$ cat src/source/mbc_pkg.sv
// Cartridge mapper shared definitions
`default_nettype none

package mbc_pkg;

	// ----------------------------------------------------------
	// widths with a meaning
	// ----------------------------------------------------------

	typedef logic [15:0] cpu_addr_t;   // cpu address space
	typedef logic [7:0]  cpu_data_t;   // one bus byte
	typedef logic [15:0] dl_word_t;    // even byte in [15:8]
	typedef logic [8:0]  rom_bank_t;   // up to 512 banks of 16k
	typedef logic [3:0]  ram_bank_t;   // up to 16 banks of 8k
	typedef logic [22:0] rom_addr_t;   // 8 MB byte address
	typedef logic [7:0]  size_code_t;  // raw header byte

	// controller kinds, decoded from the cart type byte
	typedef enum logic [2:0] {
		kind_none,
		kind_mbc1,
		kind_mbc2,
		kind_mbc3,
		kind_mbc5
	} mbc_kind_t;

	// four-phase req/ack sequencer
	typedef enum logic [2:0] {
		st_idle,     // waiting for req
		st_issue,    // request latched
		st_execute,  // register and ram writes land here
		st_respond,  // result and ack registered on exit
		st_release   // ack high, waiting for req low
	} bus_state_t;

	// ----------------------------------------------------------
	// header words on the download port
	// ----------------------------------------------------------

	parameter cpu_addr_t HDR_TYPE_ADDR = 16'h0146;  // type in the high byte
	parameter cpu_addr_t HDR_SIZE_ADDR = 16'h0148;  // {ram size, rom size}

endpackage

`default_nettype wire

$ cat src/source/address_map.sv
// ROM and cart RAM address mapping
`timescale 1ns/1ps
`default_nettype none

module address_map #(
	parameter int RAM_BANKS_LOG2 = 4
) (
	input  wire mbc_pkg::cpu_addr_t   cur_addr,
	input  wire mbc_pkg::mbc_kind_t   kind,
	input  wire mbc_pkg::rom_bank_t   rom_bank_reg,
	input  wire mbc_pkg::ram_bank_t   ram_bank_reg,
	input  wire                       mbc1_mode,
	input  wire mbc_pkg::rom_bank_t   rom_mask,
	input  wire mbc_pkg::ram_bank_t   ram_mask,
	output mbc_pkg::rom_addr_t        rom_addr,
	output logic [RAM_BANKS_LOG2+12:0] ram_addr
);

	mbc_pkg::rom_bank_t eff_bank;    // register, or 0 for the fixed window
	logic [1:0]         bank2;       // mbc1 upper bits
	mbc_pkg::rom_bank_t rom_bank;    // before masking
	mbc_pkg::ram_bank_t ram_bank;
	mbc_pkg::ram_bank_t ram_bank_m;

	// 0000-3fff is bank 0 unless mbc1 mode 1 lifts it via bank2
	assign eff_bank = (cur_addr[15:14] == 2'b00) ? 9'd0 : rom_bank_reg;
	assign bank2    = ram_bank_reg[1:0] & {2{cur_addr[14] | mbc1_mode}};

	// ----------------------------------------------------------
	// rom side
	// ----------------------------------------------------------

	always_comb begin
		case (kind)
			mbc_pkg::kind_mbc1: rom_bank = {2'b00, bank2, eff_bank[4:0]};
			mbc_pkg::kind_mbc2: rom_bank = {2'b00, eff_bank[6:0]};   // 16 banks after masking
			mbc_pkg::kind_mbc3: rom_bank = {2'b00, eff_bank[6:0]};
			mbc_pkg::kind_mbc5: rom_bank = eff_bank;                 // full 9 bits
			default:            rom_bank = {8'd0, cur_addr[14]};     // plain 32k
		endcase
	end

	// mask gives mirroring on small roms
	assign rom_addr = {rom_bank & rom_mask, cur_addr[13:0]};

	// ----------------------------------------------------------
	// cart ram side
	// ----------------------------------------------------------

	always_comb begin
		case (kind)
			mbc_pkg::kind_mbc1: ram_bank = {2'b00, bank2};
			mbc_pkg::kind_mbc3: ram_bank = ram_bank_reg;
			mbc_pkg::kind_mbc5: ram_bank = ram_bank_reg;
			default:            ram_bank = '0;   // mbc2 and no mbc have one bank
		endcase
	end

	assign ram_bank_m = ram_bank & ram_mask;
	assign ram_addr   = {ram_bank_m[RAM_BANKS_LOG2-1:0], cur_addr[12:0]};  // extra banks fold

endmodule

`default_nettype wire

$ cat config.mk
export PLATFORM = sky130hd
export DESIGN_NAME = address_map
export DESIGN_NICKNAME = d
export VERILOG_FILES = /design/src/source/mbc_pkg.sv /design/src/source/address_map.sv
export SDC_FILE = /design/constraint.sdc
export NUM_CORES = 1
export LEC_CHECK = 0
export ABC_AREA = 1
export BUFFER_PORTS_ARGS = -buffer_cell sky130_fd_sc_hd__buf_2
export CORE_MARGIN = 2
export CORE_UTILIZATION = 27
export DETAILED_ROUTE_END_ITERATION = 12
export GPL_TIMING_DRIVEN = 0
export PLACE_DENSITY_LB_ADDON = 0.15
export SLEW_MARGIN = 20
export SYNTH_ARGS = -nofsm -noshare
export SYNTH_HDL_FRONTEND = slang
export SYNTH_SLANG_ARGS = --single-unit
$ cat constraint.sdc
create_clock -name vclk -period 0.9
set_input_delay 0.135 -clock vclk [all_inputs]
set_output_delay 0.135 -clock vclk [all_outputs]
set_load 0.1 [all_outputs]
==> flow_summary.toml <==
[critical_path]
cp_slowest_stage_delay_ns = 0.27
crit_slowest_cell = "nor3_4"
crit_type = "in -> out"
worst-path-buf-inv = 2
crit_family = "simple AND/OR/NAND/NOR gates"
crit_path_start_kind = "input port"
crit_chain = "buf_12, nor3_4, nand3_4, a21boi_4, buf_12"
cp.required_ns = 0.76
end_kind = "output pin"
crit_top_cell = "buf_12"
cp_data_arrival_time_ns = 1.05
crit_fanout = 4

[worst_hold_path]
min-delay-start = "cur_addr[9]"
worstHoldEndpoint = "rom_addr[9]"
min_path_cells = 2
hold_path_class = "in -> out"

[logic_synthesis]
synth.most_common_cell = "buf_4"
syn_area_um2 = 457.9
seq_area_frac_synth_pct = 0
avgSynthCellArea_um2 = 5.871
synthCells = 78
ys_types = 13
synth_area_leader_cell = "buf_4"
synth_warnings = 0
syn_nets = 124
synth_area_leaders = "buf_4 (44%), inv_1 (9.8%), nand2_1 (9.8%), nand4_1 (6.8%), a21boi_1 (6.6%)"
synth_common_cells = "buf_4 (27), inv_1 (12), nand2_1 (12)"
yosysTopAreaCellShare_pct = 44.26

[grt]
globalRouteOverflowTotal = 0
grt_pass1_wl_um = 3036
grt_max_degree = 7
grt_pass1_vias = 762
grt_use_total_pct = 19.82
antenna_found_initial = 0

[place]
dp_cells = 166
post_dp_cell_area_um2 = 989.7
dpl.hpwl_um = 1425
port_buffers = 72
place.gp.congestion = 0.6843

[sta]
worst_slack_ns = -0.2885
rsz0062_at_grt = "yes"
setup_tns_ns = -3.010
min_period_ns = 1.189
post-route-period-util_pct = 132.1
setup_viol = 13
tightestPinTransition_ns = 0.5061
slew-limit-headroom_pct = 66.49
hold_viol_final = 0
fmax_mhz = 841.4
final_max_slew_viol_count = 0

[floorplanning]
die_h_um = 45.19
die-area_um2 = 2042
core_um2 = 1541
die_w_um = 45.19
rows = 14
start_util_pct = 29.71
io_pins = 86

[detailed_routing]
wire_per_inst_um = 12.46
num_vias = 760
drt_iter0_drc = 1
antenna_left = 0
drt_wl_total_um = 2118
vias_per_cell = 4.471
firstDrtPassIters = 2
drc_errors = 0

[power]
p_leak_nw = 0.6652
swShare_pct = 71.25
p_int_w = 0.0003380
seq_power_share_pct = 0
finalPower_w = 0.001176
p_comb_share_pct = 100.0
ir_drop_mv = 0.8295
switchingPower_w = 0.0008378
power_frac_clock_pct = 0
power_density_nw_per_um2 = 909.7

[finish]
final_area_um2 = 1292
ff_latch_area_um2 = 0
seq_cells = 0
area_growth_pct = 182.2
num-clock-buffers = 0
fin_util_pct = 83.85
fill_cells = 81
finalNonFillerCells = 170
num_antenna_cells = 0
drive_gt1_share_pct = 87.66
final_nets = 202

[outcome]
status = "finished with violations"
violations = "negative setup slack"

[flow_run]
maxCapViolations = 0
worst max-delay path by stage:
stage                     startpoint           end  cells past startpoint
after global placement       kind[2]  ram_addr[14]                      7
final                        kind[1]  ram_addr[14]                      5
after detailed placement     kind[2]  ram_addr[13]                      7
after floorplan              kind[0]  ram_addr[13]                      5
after CTS                    kind[0]  ram_addr[14]                      6
after global routing         kind[1]  ram_addr[14]                      5
logic make-up after synthesis:
logic type             count (synthesis)  synth area share [%]
and+or+nand+nor                       34                 37.43
AOI/OAI and AO/OA                      5                 8.471
buffers and inverters                 39                 54.10
power groups by stage:
stage                     clock network [W]  logic [W]  registers, W
after global routing                      0    0.00121             0
final                                     0    0.00118             0
after CTS                                 0    0.00115             0
after floorplan                           0   0.000865             0
after global placement                    0    0.00102             0
after detailed placement                  0    0.00103             0
through the flow:
step	setup WS, ns	hold WS [ns]
finish	-0.2885	0.6534
floorplan	-0.3398	0.4815
detailed placement	-0.5592	0.6540
global placement	-0.5381	0.6539
global route	-0.3274	0.6557
CTS	-0.2719	0.6538
metal layers:
metal  up-vias  GRT usage, %  part of all wire [%]
li1        373             -                     -
met1       341         16.59                    27
met2        44         47.43                    65
met3         2         1.200                   7.5
met4         0         2.353                   1.1
met5         -             0                     0
what timing repair did:
action / CTS / global route
endpoints found under the setup margin: 13 / 13
buffers inserted: 2 / 2
hold buffers: 0 / 0
pin swaps: 14 / 7
resized for setup: 72 / 3
layout make-up:
type	count	area (µm²)	share of cell area (%)
repair buffers	76	620.6	48.02
multi-input cells	39	381.6	29.53
plain buffers	27	202.7	15.68
inverters	12	67.56	5.227
well taps	16	20.02	1.549
layout by cell type, fill, tap and decap left out:
master / count
inv_6: 1
inv_2: 2
buf_2: 56
buf_8: 1
nand4_1: 5
nand2_1: 7
nand2_4: 2
nand3b_1: 1
nor2_1: 2
buf_12: 14
nand3_4: 3
nor3_4: 3
or2_2: 1
buf_4: 30
o21ai_4: 1
nor2_4: 5
nand2_2: 5
buf_6: 2
a21boi_4: 4
inv_4: 1
inv_1: 4
clkinvlp_4: 4
No activity file was read; power rests on OpenSTA's default activity.
