File: config.mk
export PLATFORM = sky130hd
export DESIGN_NAME = cart_header_decode
export DESIGN_NICKNAME = d
export VERILOG_FILES = /design/src/source/mbc_pkg.sv /design/src/source/cart_header_decode.sv
export SDC_FILE = /design/constraint.sdc
export NUM_CORES = 1
export LEC_CHECK = 0
export BUFFER_PORTS_ARGS = -buffer_cell sky130_fd_sc_hd__buf_2
export CORE_AREA = 2 2 58 60
export CTS_BUF_LIST = sky130_fd_sc_hd__clkbuf_16
export DETAILED_ROUTE_END_ITERATION = 16
export DIE_AREA = 0 0 60 62
export GPL_TIMING_DRIVEN = 0
export PLACE_DENSITY = 0.73
export SLEW_MARGIN = 5
export SYNTH_ARGS = -nofsm -noshare
export SYNTH_HDL_FRONTEND = slang
export SYNTH_SLANG_ARGS = --single-unit
export TNS_END_PERCENT = 50
File: constraint.sdc
create_clock -name clk_sys -period 3.3 [get_ports clk_sys]
set_input_delay 0.165 -clock clk_sys [delete_from_list [all_inputs] [get_ports clk_sys]]
set_output_delay 0.165 -clock clk_sys [all_outputs]
set_load 0.1 [all_outputs]
File: src/source/mbc_pkg.sv
// Cartridge mapper shared definitions
`default_nettype none

package mbc_pkg;

	// ----------------------------------------------------------
	// widths with a meaning
	// ----------------------------------------------------------

	typedef logic [15:0] cpu_addr_t;   // cpu address space
	typedef logic [7:0]  cpu_data_t;   // one bus byte
	typedef logic [15:0] dl_word_t;    // even byte in [15:8]
	typedef logic [8:0]  rom_bank_t;   // up to 512 banks of 16k
	typedef logic [3:0]  ram_bank_t;   // up to 16 banks of 8k
	typedef logic [22:0] rom_addr_t;   // 8 MB byte address
	typedef logic [7:0]  size_code_t;  // raw header byte

	// controller kinds, decoded from the cart type byte
	typedef enum logic [2:0] {
		kind_none,
		kind_mbc1,
		kind_mbc2,
		kind_mbc3,
		kind_mbc5
	} mbc_kind_t;

	// four-phase req/ack sequencer
	typedef enum logic [2:0] {
		st_idle,     // waiting for req
		st_issue,    // request latched
		st_execute,  // register and ram writes land here
		st_respond,  // result and ack registered on exit
		st_release   // ack high, waiting for req low
	} bus_state_t;

	// ----------------------------------------------------------
	// header words on the download port
	// ----------------------------------------------------------

	parameter cpu_addr_t HDR_TYPE_ADDR = 16'h0146;  // type in the high byte
	parameter cpu_addr_t HDR_SIZE_ADDR = 16'h0148;  // {ram size, rom size}

endpackage

`default_nettype wire

File: src/source/cart_header_decode.sv
// Cartridge header capture
`timescale 1ns/1ps
`default_nettype none

module cart_header_decode (
	input  wire                     clk_sys,
	input  wire                     reset,
	input  wire                     dl_wr,    // one word per clock
	input  wire mbc_pkg::cpu_addr_t dl_addr,
	input  wire mbc_pkg::dl_word_t  dl_data,
	output mbc_pkg::mbc_kind_t      kind,
	output mbc_pkg::rom_bank_t      rom_mask,
	output mbc_pkg::ram_bank_t      ram_mask
);

	// raw header bytes, power up as an empty cartridge
	// fields persist until the next download
	mbc_pkg::size_code_t type_code = '0;
	mbc_pkg::size_code_t rom_size  = '0;
	mbc_pkg::size_code_t ram_size  = '0;

	mbc_pkg::mbc_kind_t kind_next;
	mbc_pkg::rom_bank_t rom_mask_next;
	mbc_pkg::ram_bank_t ram_mask_next;
	logic [9:0]         rom_span;  // 2 << code, one bit wider than a bank

	always @(posedge clk_sys) begin
		if (dl_wr && dl_addr == mbc_pkg::HDR_TYPE_ADDR)
			type_code <= dl_data[15:8];
		if (dl_wr && dl_addr == mbc_pkg::HDR_SIZE_ADDR)
			{ram_size, rom_size} <= dl_data;
	end

	always_comb begin
		case (type_code)
			8'h01, 8'h02, 8'h03:                      kind_next = mbc_pkg::kind_mbc1;
			8'h05, 8'h06:                             kind_next = mbc_pkg::kind_mbc2;
			8'h0f, 8'h10, 8'h11, 8'h12, 8'h13:        kind_next = mbc_pkg::kind_mbc3;
			8'h19, 8'h1a, 8'h1b, 8'h1c, 8'h1d, 8'h1e: kind_next = mbc_pkg::kind_mbc5;
			default:                                  kind_next = mbc_pkg::kind_none;
		endcase
	end

	// codes 0-8 give 2..512 banks, anything odd falls back to 128
	assign rom_span      = 10'd2 << rom_size[3:0];
	assign rom_mask_next = (rom_size <= 8'd8) ? rom_span[8:0] - 9'd1 : 9'd127;

	assign ram_mask_next = (ram_size <= 8'd2) ? 4'h0 :  // none, 2k or a single 8k bank
		(ram_size == 8'd3) ? 4'h3 :                     // 32k, 4 banks
		4'hf;                                           // 128k, 16 banks

	always_ff @(posedge clk_sys) begin
		if (reset) begin
			kind     <= mbc_pkg::kind_none;
			rom_mask <= 9'd1;  // 32k direct map
			ram_mask <= '0;
		end else begin
			kind     <= kind_next;
			rom_mask <= rom_mask_next;
			ram_mask <= ram_mask_next;
		end
	end

endmodule

`default_nettype wire

==> flow_metrics.tcl <==
set metrics [dict create \
    grt.overflow.total 0 \
    drt_iter0_drc 25 \
    die_area_um2 3720 \
    detail-route-antenna-nets 0 \
    cpMostUsedCell "or3_1" \
    grt-busiest-layer "met2" \
    hold_slack_ps 66.30 \
    synthCells 101 \
    nNetsFinal 196 \
    maxSlewHeadroom 0.2541 \
    insertion_delay_ps 280 \
    period_minus_slack_ps 2070 \
    hp-class "input port to flip-flop" \
    cp_data_required_time_ps 3510 \
    pwr-share-comb 0.088 \
    crit_arrival_ps 2280 \
    post_cts_buffers 0 \
    use_met3 0.05383 \
    max_freq_mhz 483.2 \
    track_usage 0.1453 \
    slowest_delay_ps 470 \
    critPathLaunchType "flip-flop" \
    met1_usage 0.1275 \
    num_rows 21 \
    rsz0062_at_grt "no" \
    mostFrequentLayoutCells "49 x buf_2, 24 x edfxtp_1, 13 x dfxtp_1" \
    grt_pass1_vias 930 \
    setup_viol 0 \
    yosysSeqAreaShare 0.7095 \
    first_pass_iters 4 \
    finalHoldViolCount 0 \
    io_buffers 49 \
    remaining_drc_errors 0 \
    grt_first_pass_wirelength_um 3795 \
    crit_path_end_kind "flip-flop" \
    die_w_um 60 \
    yosys.area.top_type "edfxtp_1" \
    clkTransAtPathRegs_ps 50 \
    clock_sinks 37 \
    synth.distinct_cells 29 \
    antenna_found_initial 0 \
    synth_fp_nets 139 \
    dpl_cell_area_um2 1699 \
    seq_power_share 0.493 \
    cap_violations 0 \
    io_pins 51 \
    initial_utilization 0.4349 \
    syn_area_um2 1383 \
    die_h_um 62 \
    cts-root-buf "clkbuf_16" \
    switchingPower_uw 222.4 \
    final_util 0.5762 \
    routedWlPerCell_um 12.27 \
    grt_use_met2 0.2888 \
    final_common_cell "buf_2" \
    hold_buffers 0 \
    vias 958 \
    cts_tree "done" \
    cp_cell_sequence "or3_1, or2_1, ha_1, or3_1, a21o_1, a21oi_2" \
    yosys_warnings 0 \
    fin_skew_ps 4.109 \
    dp_hpwl_um 1916 \
    ir_drop_v 0.0004050 \
    antenna_cells 0 \
    slew_viol_final 0 \
    fin_area_um2 1832 \
    critPathKind "flip-flop to flip-flop" \
    cts_buffer_depth 2 \
    fin_crit_sh 0.6271 \
    totalWireLength_um 2504 \
    yosys_register_bits 37 \
    htree_num_levels 2 \
    layout-drive-gt1-share 0.3987 \
    syn2layout_area_growth_pct 32.49 \
    synth_top_area_share 0.5213 \
    worst_pin_slew_ps 1110 \
    status "completed" \
    yosys-top-cells-area "edfxtp_1 52%, dfxtp_1 19%, ha_1 2.7%, a21oi_1 2.5%, nor4b_1 2.5%" \
    clkPwrFrac 0.419 \
    viasPerCell 4.696 \
    crit_fanout 6 \
    grt_max_degree 11 \
    p_per_area_nw_per_um2 553.0 \
    syn_area_per_cell_um2 13.69 \
    cts_buffers 5 \
    cts_resized 0 \
    internal_power_uw 790.5 \
    core_area_um2 3179 \
    leakage_nw 0.7340 \
    cpMaxStageDelayCell "or3_1" \
    gp_congestion 0.7546 \
    swShare 0.2196 \
]
[cell type report]
type                            instances  area (um2)
Buffer                                  6       41.29
Fill cell                             266        1348
Clock inverter                          2       7.507
Clock buffer                            5       125.1
Sequential cell                        37       980.9
Timing Repair Buffer                   50       252.7
Tap cell                               46       57.56
Inverter                                3       11.26
Multi-Input combinational cell         55       355.3
[through the flow]
| step | TNS, ps | setup slack, ps | total power, mW | cells |
|---|---|---|---|---|
| after floorplan | 0 | 511.0 | 0.5692 | 101 |
| after global placement | -2304 | -144.4 | 0.5961 | 196 |
| after detailed placement | 0 | 1117 | 0.5983 | 197 |
| after CTS | 0 | 1230 | 1.021 | 204 |
| after global routing | 0 | 1133 | 1.043 | 204 |
| final | 0 | 1230 | 1.013 | 204 |
[registers in the layout, summed over array words and instances, names as in the netlist]
signal,cells
rom_size,8
ram_mask,2
rom_mask,8
ram_size,8
kind,3
type_code,8
[path summary, 6_finish.rpt]
path	startpoint	end	slack, ps	cells past startpoint
worst max-delay path	rom_size[2]	rom_mask[7]	1230	6
worst min-delay path	dl_data[3]	rom_size[3]	70	1
worst max register to register	rom_size[2]	rom_mask[7]	1230	6
worst min register to register	ram_size[2]	ram_mask[2]	500	2
[cells in the mapped netlist]
| cell | n |
|---|---|
| buf_4 | 3 |
| nand2_1 | 6 |
| nor4_1 | 2 |
| a22oi_1 | 1 |
| nor2b_1 | 1 |
| nand4b_1 | 2 |
| a21oi_2 | 1 |
| o2111ai_1 | 1 |
| buf_6 | 1 |
| conb_1 | 1 |
| xnor2_1 | 1 |
| a211o_1 | 1 |
| nor2_1 | 8 |
| mux2_2 | 1 |
| nor4b_1 | 4 |
| a21o_1 | 1 |
| inv_1 | 3 |
| or4_1 | 2 |
| or2_1 | 1 |
| a21oi_1 | 7 |
| edfxtp_1 | 24 |
| or3_1 | 2 |
| o21ai_0 | 3 |
| clkbuf_1 | 2 |
| nand3b_1 | 1 |
| nor3_1 | 4 |
| or4_4 | 1 |
| ha_1 | 3 |
| dfxtp_1 | 13 |
[layer usage]
layer	vias to the layer above	part of all wire
li1	480	-
met4	0	0.019
met1	430	0.37
met2	41	0.54
met5	-	0
met3	7	0.071
[power by group through the flow]
stage	registers [mW]	logic, mW	clock network (mW)
after global routing	0.499	0.0936	0.450
after CTS	0.500	0.0897	0.432
after global placement	0.508	0.0876	0
after detailed placement	0.509	0.0896	0
final	0.500	0.0893	0.424
after floorplan	0.547	0.0222	0
[critical path: cells and delay by family, from the launching register on]
family / cells / cell delay [ps]
AO/OA/AOI/OAI: 2 / 290
flip-flops: 1 / 450
adder cells (fa/ha/maj): 1 / 230
AND/OR/NAND/NOR: 3 / 1040
[cell families (layout without fill, tap and decap cells)]
group                    after synthesis  in the layout  share of synthesized area
XOR/XNOR                               1              1                   0.006336
adder cells (fa/ha/maj)                3              3                    0.02715
buffers and inverters                  9             66                    0.03801
multiplexers                           1              1                   0.008144
other                                  1              1                   0.002712
flip-flops                            37             37                     0.7095
AND/OR/NAND/NOR                       34             34                     0.1421
AO/OA/AOI/OAI                         15             15                    0.06607
Power figures use the tool's default switching activity.
