==> config.mk <==
export PLATFORM = sky130hd
export DESIGN_NAME = bus_decode
export DESIGN_NICKNAME = d
export VERILOG_FILES = /design/src/source/mbc_pkg.sv /design/src/source/bus_decode.sv
export SDC_FILE = /design/constraint.sdc
export NUM_CORES = 1
export LEC_CHECK = 0
export BUFFER_PORTS_ARGS = -buffer_cell sky130_fd_sc_hd__buf_2
export CAP_MARGIN = 20
export CORE_MARGIN = 3
export CORE_UTILIZATION = 36
export DETAILED_ROUTE_END_ITERATION = 12
export HOLD_SLACK_MARGIN = 0.12
export PLACE_DENSITY = 0.82
export SKIP_CTS_REPAIR_TIMING = 1
export SLEW_MARGIN = 20
export SYNTH_ARGS = -nofsm -noshare
export SYNTH_HDL_FRONTEND = slang
export SYNTH_SLANG_ARGS = --single-unit
==> constraint.sdc <==
create_clock -name clk_sys -period 2.9 [get_ports clk_sys]
set_clock_uncertainty 0.1 [all_clocks]
set_input_delay 0.58 -clock clk_sys [delete_from_list [all_inputs] [get_ports clk_sys]]
set_output_delay 0.58 -clock clk_sys [all_outputs]
set_load 0.05 [all_outputs]
==> src/source/mbc_pkg.sv <==
// Cartridge mapper shared definitions
`default_nettype none

package mbc_pkg;

	// ----------------------------------------------------------
	// widths with a meaning
	// ----------------------------------------------------------

	typedef logic [15:0] cpu_addr_t;   // cpu address space
	typedef logic [7:0]  cpu_data_t;   // one bus byte
	typedef logic [15:0] dl_word_t;    // even byte in [15:8]
	typedef logic [8:0]  rom_bank_t;   // up to 512 banks of 16k
	typedef logic [3:0]  ram_bank_t;   // up to 16 banks of 8k
	typedef logic [22:0] rom_addr_t;   // 8 MB byte address
	typedef logic [7:0]  size_code_t;  // raw header byte

	// controller kinds, decoded from the cart type byte
	typedef enum logic [2:0] {
		kind_none,
		kind_mbc1,
		kind_mbc2,
		kind_mbc3,
		kind_mbc5
	} mbc_kind_t;

	// four-phase req/ack sequencer
	typedef enum logic [2:0] {
		st_idle,     // waiting for req
		st_issue,    // request latched
		st_execute,  // register and ram writes land here
		st_respond,  // result and ack registered on exit
		st_release   // ack high, waiting for req low
	} bus_state_t;

	// ----------------------------------------------------------
	// header words on the download port
	// ----------------------------------------------------------

	parameter cpu_addr_t HDR_TYPE_ADDR = 16'h0146;  // type in the high byte
	parameter cpu_addr_t HDR_SIZE_ADDR = 16'h0148;  // {ram size, rom size}

endpackage

`default_nettype wire

==> src/source/bus_decode.sv <==
// Cartridge bus request decode
`timescale 1ns/1ps
`default_nettype none

module bus_decode (
	input  wire                     clk_sys,
	input  wire                     reset,
	input  wire                     req,
	input  wire                     we,
	input  wire mbc_pkg::cpu_addr_t addr,
	input  wire mbc_pkg::cpu_data_t wdata,
	input  wire                     ack_done,   // registered ack from the result stage
	output mbc_pkg::cpu_addr_t      cur_addr,
	output logic                    cur_we,
	output mbc_pkg::cpu_data_t      cur_wdata,
	output logic                    do_write,
	output logic                    do_read,
	output logic                    is_rom_area,
	output logic                    is_ram_area,
	output logic                    respond
);

	mbc_pkg::bus_state_t state;

	// ----------------------------------------------------------
	// sequencer
	// ----------------------------------------------------------

	always_ff @(posedge clk_sys) begin
		if (reset) begin
			state <= mbc_pkg::st_idle;
		end else begin
			case (state)
				mbc_pkg::st_idle: begin
					if (req)
						state <= mbc_pkg::st_issue;
				end
				mbc_pkg::st_issue:   state <= mbc_pkg::st_execute;
				mbc_pkg::st_execute: state <= mbc_pkg::st_respond;
				mbc_pkg::st_respond: state <= mbc_pkg::st_release;
				mbc_pkg::st_release: begin
					// host holds req as long as it likes
					if (!(req && ack_done))
						state <= mbc_pkg::st_idle;
				end
				default: state <= mbc_pkg::st_idle;
			endcase
		end
	end

	// request is captured once, on the way into issue
	always_ff @(posedge clk_sys) begin
		if (state == mbc_pkg::st_idle && req) begin
			cur_addr  <= addr;
			cur_we    <= we;
			cur_wdata <= wdata;
		end
	end

	// ----------------------------------------------------------
	// strobes and region flags
	// ----------------------------------------------------------

	assign do_write = (state == mbc_pkg::st_execute) && cur_we;   // single cycle
	assign do_read  = (state == mbc_pkg::st_execute) && !cur_we;
	assign respond  = (state == mbc_pkg::st_respond);

	assign is_rom_area = !cur_addr[15];                  // 0000-7fff, reads rom, writes regs
	assign is_ram_area = (cur_addr[15:13] == 3'b101);   // a000-bfff

endmodule

`default_nettype wire

==> run summary, run 1 <==
setup ws final = 0.8868 ns
PD cells = 662.0 nW/µm²
Min Clock Period, post-route = 2.013 ns
maximum fanout along the worst path = 7
grt total ovfl = 0
share of Yosys cell area claimed by the top area cell type = 82.30%
count of final hold-check violations = 0
number of synthesized register bits = 28
Setup TNS = 0 ns
CTS max path bufs = 2
Syn Inst Count = 42
cell types with the largest area share after synthesis = sky130_fd_sc_hd__edfxtp_1 82%, sky130_fd_sc_hd__dfxtp_1 6.6%, sky130_fd_sc_hd__and4bb_2 1.4%, sky130_fd_sc_hd__nand4bb_1 1.2%, sky130_fd_sc_hd__nor3_2 1.1%
Final Core Density = 56.32%
setup slack after placement = 1.244 ns
part of the Yosys area used for sequential elements = 88.89%
TritonCTS clock tree = done
area growth from synthesis to layout = 41.84%
number of buffers added on ports = 58
type of origin of the critical path = register
CP Capture Type = primary output
final HPWL from detailed placement = 1488 µm
Rows = 17
Synth warnings = 0
cell accounting for the most synthesized area = sky130_fd_sc_hd__edfxtp_1
final count of pins violating max slew = 0
RD Place Congestion = 0.7498
Post-Syn Nets = 71
total power after layout = 856.5 µW
master cell of the clock root buffer = sky130_fd_sc_hd__clkbuf_4
number of clock sinks = 28
Die Wd = 56.34 µm
CTS Buf Count = 3
vertical extent of the die = 56.34 µm
Setup-failing EPs final = 0
run status = finished clean
Post-Syn Area = 912.1 µm²
clock transition at the registers of the reported paths = 0.13 ns
pin count of the biggest net entering global routing = 26
I/O pin count = 59
worst slew slack as a fraction of its limit = 78.93%
detail-routed via count per cell = 4.429
Total Routing Usage GR = 12.08%
leakage dissipation = 0.0005582 µW
start-to-end type of the worst setup path = reg2out
setup slack on the worst flop-to-flop path = 1.45 ns
full die area = 3174 µm²
mean cell area of the mapped netlist = 21.72 µm²
antenna violations before repair = 0
antenna violation net count after detailed routing = 0
Routed wire per std cell = 13.58 µm
Starting DRT DRC Count = 27
worst min-delay path category = in2reg
H-tree level count = 1
final-layout worst hold slack = 0.3306 ns
timing-limited maximum frequency = 496.7 MHz
Worst-Skew Late Latency = 0.31 ns
fraction of final layout cells with drive strength greater than 1 = 63.81%
starting utilization of the core area = 39.71%
number of distinct library cells after synthesis = 15
number of violations of the max-capacitance limit = 0
arrival time reported for the critical path endpoint = 1.33 ns
number of global-route vias before repair = 559
vias after detailed routing = 589
setup repair after global routing missed its margin = no
slew of the pin with the lowest slew margin = 0.3156 ns
Peak supply drop = 345.8 µV
highest-count cells in the layout ignoring fill and taps = 58 x sky130_fd_sc_hd__buf_2, 25 x sky130_fd_sc_hd__edfxtp_1, 3 x sky130_fd_sc_hd__clkbuf_4, 3 x sky130_fd_sc_hd__dfxtp_1, 2 x sky130_fd_sc_hd__inv_1
DRT Pass-1 Iters = 2
final clock period utilization by the worst path = 69.42%
number of design rule violations left after detail routing = 0
global-route wire length before repair = 2835 µm
antenna diode instance count = 0
final layout net count = 135
most frequent standard cell in the layout excluding fill and tap cells = sky130_fd_sc_hd__buf_2
data required time of the critical path = 2.22 ns
WL final = 1806 µm
core box area = 2297 µm²
[cell families (layout without fill, tap and decap cells)]
group                     Yosys count  after routing  share of synthesized area, %
xor gates and xnor gates            1              1                        0.9604
AOI/OAI and AO/OA                   1              1                        0.6863
buffers and inverters               2             65                        0.8234
DFF                                28             28                         88.89
and+or+nand+nor                    10             10                         8.642
[synthesized netlist by cell type]
master and count:
sky130_fd_sc_hd__nor3_1 1, sky130_fd_sc_hd__edfxtp_1 25, sky130_fd_sc_hd__nand4bb_1 1, sky130_fd_sc_hd__and4bb_2 1, sky130_fd_sc_hd__nor3_2 1, sky130_fd_sc_hd__nor2_1 1
sky130_fd_sc_hd__nand3b_1 1, sky130_fd_sc_hd__dfxtp_1 3, sky130_fd_sc_hd__xnor2_1 1, sky130_fd_sc_hd__nor4_1 1, sky130_fd_sc_hd__inv_1 2, sky130_fd_sc_hd__o22ai_1 1
sky130_fd_sc_hd__nand2b_1 1, sky130_fd_sc_hd__nor3b_1 1, sky130_fd_sc_hd__nor4b_1 1
[state kept, by name (all words and copies together), names as in the netlist]
name and cells:
cur_addr 16, cur_wdata 8, state 3, cur_we 1
[where the power goes]
part / internal (µW) / switching, µW
registers: 482 / 14.8
logic: 47.8 / 159
clock network: 53.7 / 98.7
[critical path, cell delays in order, from the launching register on]
cell	delay (ns)
sky130_fd_sc_hd__dfxtp_1	0.53
sky130_fd_sc_hd__nand3b_1	0.16
sky130_fd_sc_hd__inv_1	0.08
sky130_fd_sc_hd__buf_2	0.25
[final cells by class]
| class | count | area [µm²] |
|---|---|---|
| Tap cell | 28 | 35.03 |
| Inverter | 2 | 7.507 |
| Clock buffer | 4 | 26.28 |
| Sequential cell | 28 | 810.8 |
| Timing Repair Buffer | 59 | 297.8 |
| Fill cell | 193 | 1003 |
| Multi-Input combinational cell | 12 | 116.4 |
[path summary, 6_finish.rpt]
| path | from | to | cells past startpoint |
|---|---|---|---|
| worst max-delay path | state[0]$_SDFFE_PP0P_ | respond | 3 |
| worst max register to register | state[1]$_SDFFE_PP0P_ | cur_wdata[5]$_DFFE_PP_ | 3 |
| worst min-delay path | addr[4] | cur_addr[4]$_DFFE_PP_ | 1 |
| worst min register to register | state[1]$_SDFFE_PP0P_ | state[0]$_SDFFE_PP0P_ | 2 |
[per-layer routing]
layer | global-route usage, % | share of wire [%] | vias to the layer above
met2 | 19.70 | 50 | 40
met3 | 5.747 | 13 | 4
li1 | - | - | 292
met5 | 0 | 0 | -
met4 | 5.085 | 1.1 | 0
met1 | 13.47 | 35 | 253
[metrics by stage]
step / cell area (µm²) / cells
after floorplan: 928.4 / 42
after global placement: 1267 / 129
after detailed placement: 1267 / 129
after CTS: 1294 / 133
after global routing: 1294 / 133
final: 1294 / 133
Power figures use the tool's default switching activity.
==> inputs of run 2 (changes only) <==
==> constraint.sdc (replaced) <==
create_clock -name clk_sys -period 1.8 [get_ports clk_sys]
set_clock_uncertainty 0.1 [all_clocks]
set_input_delay 0.36 -clock clk_sys [delete_from_list [all_inputs] [get_ports clk_sys]]
set_output_delay 0.36 -clock clk_sys [all_outputs]
set_load 0.05 [all_outputs]
==> run summary, run 2 (synthesis results as in run 1) <==
run status = finished clean
antenna violations before repair = 0 (unchanged)
I/O pin count = 59 (unchanged)
DRT Pass-1 Iters = 4 (+2)
maximum fanout along the worst path = 3 (-4)
top flop regs = cur_addr x16, cur_wdata x8, state x3
Setup-failing EPs final = 0 (unchanged)
most frequent standard cell in the layout excluding fill and tap cells = sky130_fd_sc_hd__buf_2
grt total ovfl = 0 (unchanged)
final layout net count = 162 (+20%)
number of standard cells in the layout, taps in and fillers out = 160 (+20%)
area growth from synthesis to layout = 73.80%
type of origin of the critical path = register
number of buffers added on ports = 58 (unchanged)
core box area = 2297 µm² (unchanged)
PD cells = 908.9 nW/µm² (+37%)
Internal Pwr Total = 986.8 µW (+69%)
multi-input combinational cell area = 131.4 µm² (+13%)
setup slack on the worst flop-to-flop path = 0.41 ns (-1.04 ns)
worst slew slack as a fraction of its limit = 82.85% (+3.9 points)
Peak supply drop = 611.7 µV (+77%)
start-to-end type of the worst setup path = reg2out
Die Wd = 56.34 µm (unchanged)
number of global-route vias before repair = 642 (+15%)
vertical extent of the die = 56.34 µm (unchanged)
fraction of power consumed by combinational cells = 27.0% (+2.8 points)
number of inserted filler cells in the final layout = 176 (-8.8%)
pin count of the biggest net entering global routing = 17 (-35%)
count of final hold-check violations = 0 (unchanged)
leakage dissipation = 0.0006769 µW (+21%)
antenna violation net count after detailed routing = 0 (unchanged)
worst setup path endpoint = do_write
worst min-delay path category = in2reg
vias after detailed routing = 711 (+21%)
Placement Cell Area = 1290 µm² (+1.8%)
number of clock sinks = 28 (unchanged)
final-layout worst hold slack = 0.2282 ns (-0.1024 ns)
summed area of non-filler cells in the final layout = 1585 µm² (+23%)
setup repair after global routing missed its margin = no
final HPWL from detailed placement = 1406 µm (-5.5%)
CTS Buf Count = 3 (unchanged)
final clock period utilization by the worst path = 94.76%
switching component of the power = 454.0 µW (+66%)
number of violations of the max-capacitance limit = 0 (unchanged)
global-route wire length before repair = 2835 µm (unchanged)
TritonCTS clock tree = done
detail-routed via count per cell = 4.444 (+0.34%)
data required time of the critical path = 1.34 ns (-0.88 ns)
r2r endpoint = cur_wdata[0]$_DFFE_PP_
Starting DRT DRC Count = 6 (-78%)
full die area = 3174 µm² (unchanged)
Min Clock Period, post-route = 1.706 ns
slew of the pin with the lowest slew margin = 0.2591 ns (-0.05652 ns)
Total Routing Usage GR = 11.60% (-0.48 points)
share of total power consumed by net switching = 31.51% (-0.34 points)
relative contribution of sequential cells to total power = 55.9% (-2.1 points)
Setup TNS = 0 ns (unchanged)
clock transition at the registers of the reported paths = 0.14 ns (about the same)
RD Place Congestion = 0.7200 (-4.0%)
startpoint of the most critical register-to-register path = state[1]$_SDFFE_PP0P_
instance count after placement with tap cells included = 130 (+0.78%)
starting utilization of the core area = 39.71% (unchanged)
H-tree level count = 1 (unchanged)
CTS max path bufs = 2 (unchanged)
depth of the worst register-to-register path = 3 (unchanged)
CP Capture Type = primary output
final count of pins violating max slew = 0 (unchanged)
fraction of final layout cells with drive strength greater than 1 = 53.79% (-10 points)
WL final = 2027 µm (+12%)
antenna diode instance count = 0 (unchanged)
Rows = 17 (unchanged)
Reg with most FFs = cur_addr
master cell of the clock root buffer = sky130_fd_sc_hd__clkbuf_4
number of design rule violations left after detail routing = 0 (unchanged)
CP Launch Point = cur_we$_DFFE_PP_
highest-count cells in the layout ignoring fill and taps = 56 x sky130_fd_sc_hd__buf_2, 26 x sky130_fd_sc_hd__dlygate4sd3_1, 25 x sky130_fd_sc_hd__edfxtp_1
Largest register FFs = 16 (unchanged)
flip-flop and latch area = 814.5 µm² (+0.46%)
clock network power share = 17.1% (-0.7 points)
arrival time reported for the critical path endpoint = 1.25 ns (-0.08 ns)
Worst-Skew Late Latency = 0.31 ns (about the same)
timing-limited maximum frequency = 586.3 MHz
Routed wire per std cell = 12.67 µm (-6.7%)
## run 2: changes by cell type in the layout (fill, tap and decap cells not counted), sizes merged
cell / delta
dlygate4sd3: +26
clkbuf: +1
## run 2: stage by stage
stage | util [%] | total power (µW) | worst slack, ns
2_1_floorplan | - | 1065 | -0.2316
3_3_place_gp | 56.15 | 1156 | 0.3828
3_5_place_dp | 56.15 | 1166 | 0.3293
4_1_cts | 57.30 | 1418 | -0.04052
5_1_grt | 69.01 | 1514 | 0.01634
6_report | 69.01 | 1441 | 0.09437
## run 2: metal layers
metal  vias up  routed length (µm)  global-route usage (%)
met5         -                   0                       0
met3         0                 162                   4.368
met4         0                   0                   5.085
li1        345                   -                       -
met2        37                1150                   20.87
met1       329                 714                   11.86
## run 2: area by class of cell
class / count / area share, %
sequential: 28 / 51.38
timing repair buffer: 86 / 35.99
multi-input combinational: 12 / 8.287
tap: 28 / 2.210
clock buffer: 4 / 1.657
inverter: 2 / 0.4736
## run 2: how the worst min path moves through the flow
stage          depth (start not counted)     start  slack (ns)                      to
6_report                               3       req        0.23   state[0]$_SDFFE_PP0P_
2_1_floorplan                          1     reset        0.33   state[1]$_SDFFE_PP0P_
3_5_place_dp                           1  wdata[4]        0.44  cur_wdata[4]$_DFFE_PP_
5_1_grt                                3       req        0.22   state[0]$_SDFFE_PP0P_
3_3_place_gp                           1   addr[6]        0.44   cur_addr[6]$_DFFE_PP_
4_1_cts                                1  wdata[1]        0.09  cur_wdata[1]$_DFFE_PP_
## run 2: worst max-delay path, cell delays in order, from the launching register on
cell	delay (ns)
sky130_fd_sc_hd__edfxtp_1	0.46
sky130_fd_sc_hd__and4bb_2	0.26
sky130_fd_sc_hd__clkbuf_4	0.21
## run 2: power by group through the flow
stage / clock (µW) / combinational (µW) / sequential (µW)
after floorplan: 0 / 74.8 / 990
after global placement: 0 / 341 / 815
after detailed placement: 0 / 347 / 819
after CTS: 267 / 347 / 804
after global routing: 294 / 408 / 812
final: 247 / 389 / 805
==> inputs of run 3 (changes only) <==
==> constraint.sdc (replaced) <==
create_clock -name clk_sys -period 1.8 [get_ports clk_sys]
set_clock_uncertainty 0.1 [all_clocks]
set_input_delay 0.36 -clock clk_sys [delete_from_list [all_inputs] [get_ports clk_sys]]
set_output_delay 0.36 -clock clk_sys [all_outputs]
set_load 0.1 [all_outputs]
==> run summary, run 3 (synthesis results as in run 1) <==
run status = finished clean
data required time of the critical path = 1.34 ns (about the same)
core box area = 2297 µm² (unchanged)
final HPWL from detailed placement = 1338 µm (-4.8%)
grt total ovfl = 0 (unchanged)
worst min-delay path category = in2reg
Total Routing Usage GR = 10.98% (-0.62 points)
Setup-failing EPs final = 0 (unchanged)
antenna violation net count after detailed routing = 0 (unchanged)
Starting DRT DRC Count = 9 (+3)
CP Capture Type = primary output
relative contribution of sequential cells to total power = 48.3% (-7.6 points)
PD cells = 1015 nW/µm² (+12%)
full die area = 3174 µm² (unchanged)
setup repair after global routing missed its margin = yes
final clock period utilization by the worst path = 98.74% (+4.0 points)
Setup TNS = 0 ns (unchanged)
vertical extent of the die = 56.34 µm (unchanged)
pin count of the biggest net entering global routing = 26 (+9)
master cell of the clock root buffer = sky130_fd_sc_hd__clkbuf_4
starting utilization of the core area = 39.71% (unchanged)
CTS Buf Count = 3 (unchanged)
maximum single-stage delay on the critical path = 0.49 ns (+0.03 ns)
worst slew slack as a fraction of its limit = 67.25% (-16 points)
timing-limited maximum frequency = 562.7 MHz (-4.0%)
slew of the pin with the lowest slew margin = 0.4947 ns (+0.2356 ns)
number of buffers added on ports = 58 (unchanged)
Reg with most FFs = cur_addr
TritonCTS clock tree = done
leakage dissipation = 0.0006850 µW (+1.2%)
number of violations of the max-capacitance limit = 0 (unchanged)
total power after layout = 1665 µW (+16%)
number of global-route vias before repair = 613 (-4.5%)
top flop regs = cur_addr x16, cur_wdata x8, state x3
clock network power share = 14.7% (-2.4 points)
fraction of power consumed by combinational cells = 37.0% (+10 points)
Largest register FFs = 16 (unchanged)
antenna violations before repair = 0 (unchanged)
switching component of the power = 665.5 µW (+47%)
clock transition at the registers of the reported paths = 0.14 ns (about the same)
CTS max path bufs = 2 (unchanged)
start-to-end type of the worst setup path = reg2out
Worst-Skew Late Latency = 0.31 ns (about the same)
Cell Chain, Critical Path = nor4b_4, buf_12
vias after detailed routing = 692 (-2.7%)
share of total power consumed by net switching = 39.98% (+8.5 points)
detail-routed via count per cell = 4.380 (-1.4%)
count of final hold-check violations = 0 (unchanged)
number of design rule violations left after detail routing = 0 (unchanged)
number of clock sinks = 28 (unchanged)
arrival time reported for the critical path endpoint = 1.32 ns (+0.07 ns)
RD Place Congestion = 0.7130 (-0.97%)
I/O pin count = 59 (unchanged)
final count of pins violating max slew = 0 (unchanged)
slowest CP cell = sky130_fd_sc_hd__edfxtp_1
highest-count cells in the layout ignoring fill and taps = 53 x sky130_fd_sc_hd__buf_2, 25 x sky130_fd_sc_hd__edfxtp_1, 25 x sky130_fd_sc_hd__dlygate4sd3_1
antenna diode instance count = 0 (unchanged)
H-tree level count = 1 (unchanged)
fraction of final layout cells with drive strength greater than 1 = 53.08% (-0.71 points)
Peak supply drop = 676.8 µV (+11%)
WL final = 1976 µm (-2.5%)
maximum fanout along the worst path = 3 (unchanged)
area growth from synthesis to layout = 79.84%
Min Clock Period, post-route = 1.777 ns (+0.07164 ns)
Routed wire per std cell = 12.51 µm (-1.3%)
DRT Pass-1 Iters = 2 (-2)
Die Wd = 56.34 µm (unchanged)
final layout net count = 160 (-1.2%)
type of origin of the critical path = register
Rows = 17 (unchanged)
most frequent standard cell in the layout excluding fill and tap cells = sky130_fd_sc_hd__buf_2
Internal Pwr Total = 999.3 µW (+1.3%)
global-route wire length before repair = 2739 µm (-3.4%)
run 3: cell type report:
| cell class | instances | area (µm²) |
|---|---|---|
| Timing Repair Buffer | 84 | 623.1 |
| Multi-Input combinational cell | 12 | 135.1 |
| Fill cell | 168 | 656.9 |
| Clock inverter | 1 | 3.754 |
| Tap cell | 28 | 35.03 |
| Clock buffer | 3 | 22.52 |
| Sequential cell | 28 | 813.3 |
| Inverter | 2 | 7.507 |
run 3: worst paths after layout:
check	startpoint	to	slack [ns]	depth (start not counted)
max reg2reg	state[1]$_SDFFE_PP0P_	cur_addr[12]$_DFFE_PP_	0.44	3
max	cur_we$_DFFE_PP_	do_read	0.02	2
min reg2reg	state[2]$_SDFFE_PP0P_	state[1]$_SDFFE_PP0P_	0.45	1
min	reset	state[1]$_SDFFE_PP0P_	0.14	2
run 3: worst max-delay path: cells and delay by family (launching register included):
kind,cells,cell delay (ns)
flops,1,0.49
simple gates,1,0.30
buf+inv,1,0.21
run 3: layer usage:
metal  GRT usage (%)  wire length, µm  vias to the layer above
li1                -                -                      342
met5               0                0                        -
met2           18.86             1085                       35
met3           5.747              204                        0
met4           4.068                0                        0
met1           11.30              686                      315
run 3: power by group through the flow:
stage	sequential, µW	combinational, µW	clock [µW]
2_1_floorplan	1170	102	0
3_3_place_gp	813	570	0
3_5_place_dp	817	573	0
4_1_cts	802	574	251
5_1_grt	811	635	287
6_report	804	616	245
run 3: per-stage QoR:
step	worst slack (ns)	utilization (%)	cells	hold slack, ns	instance area (µm²)
6_report	0.02273	71.41	158	0.1440	1640
5_1_grt	-0.06474	71.41	158	0.1236	1640
4_1_cts	-0.04172	59.91	133	0.1048	1376
3_5_place_dp	0.3310	58.77	129	0.4381	1350
3_3_place_gp	0.3449	58.77	129	0.4370	1350
2_1_floorplan	-1.295	-	42	0.3309	944.7
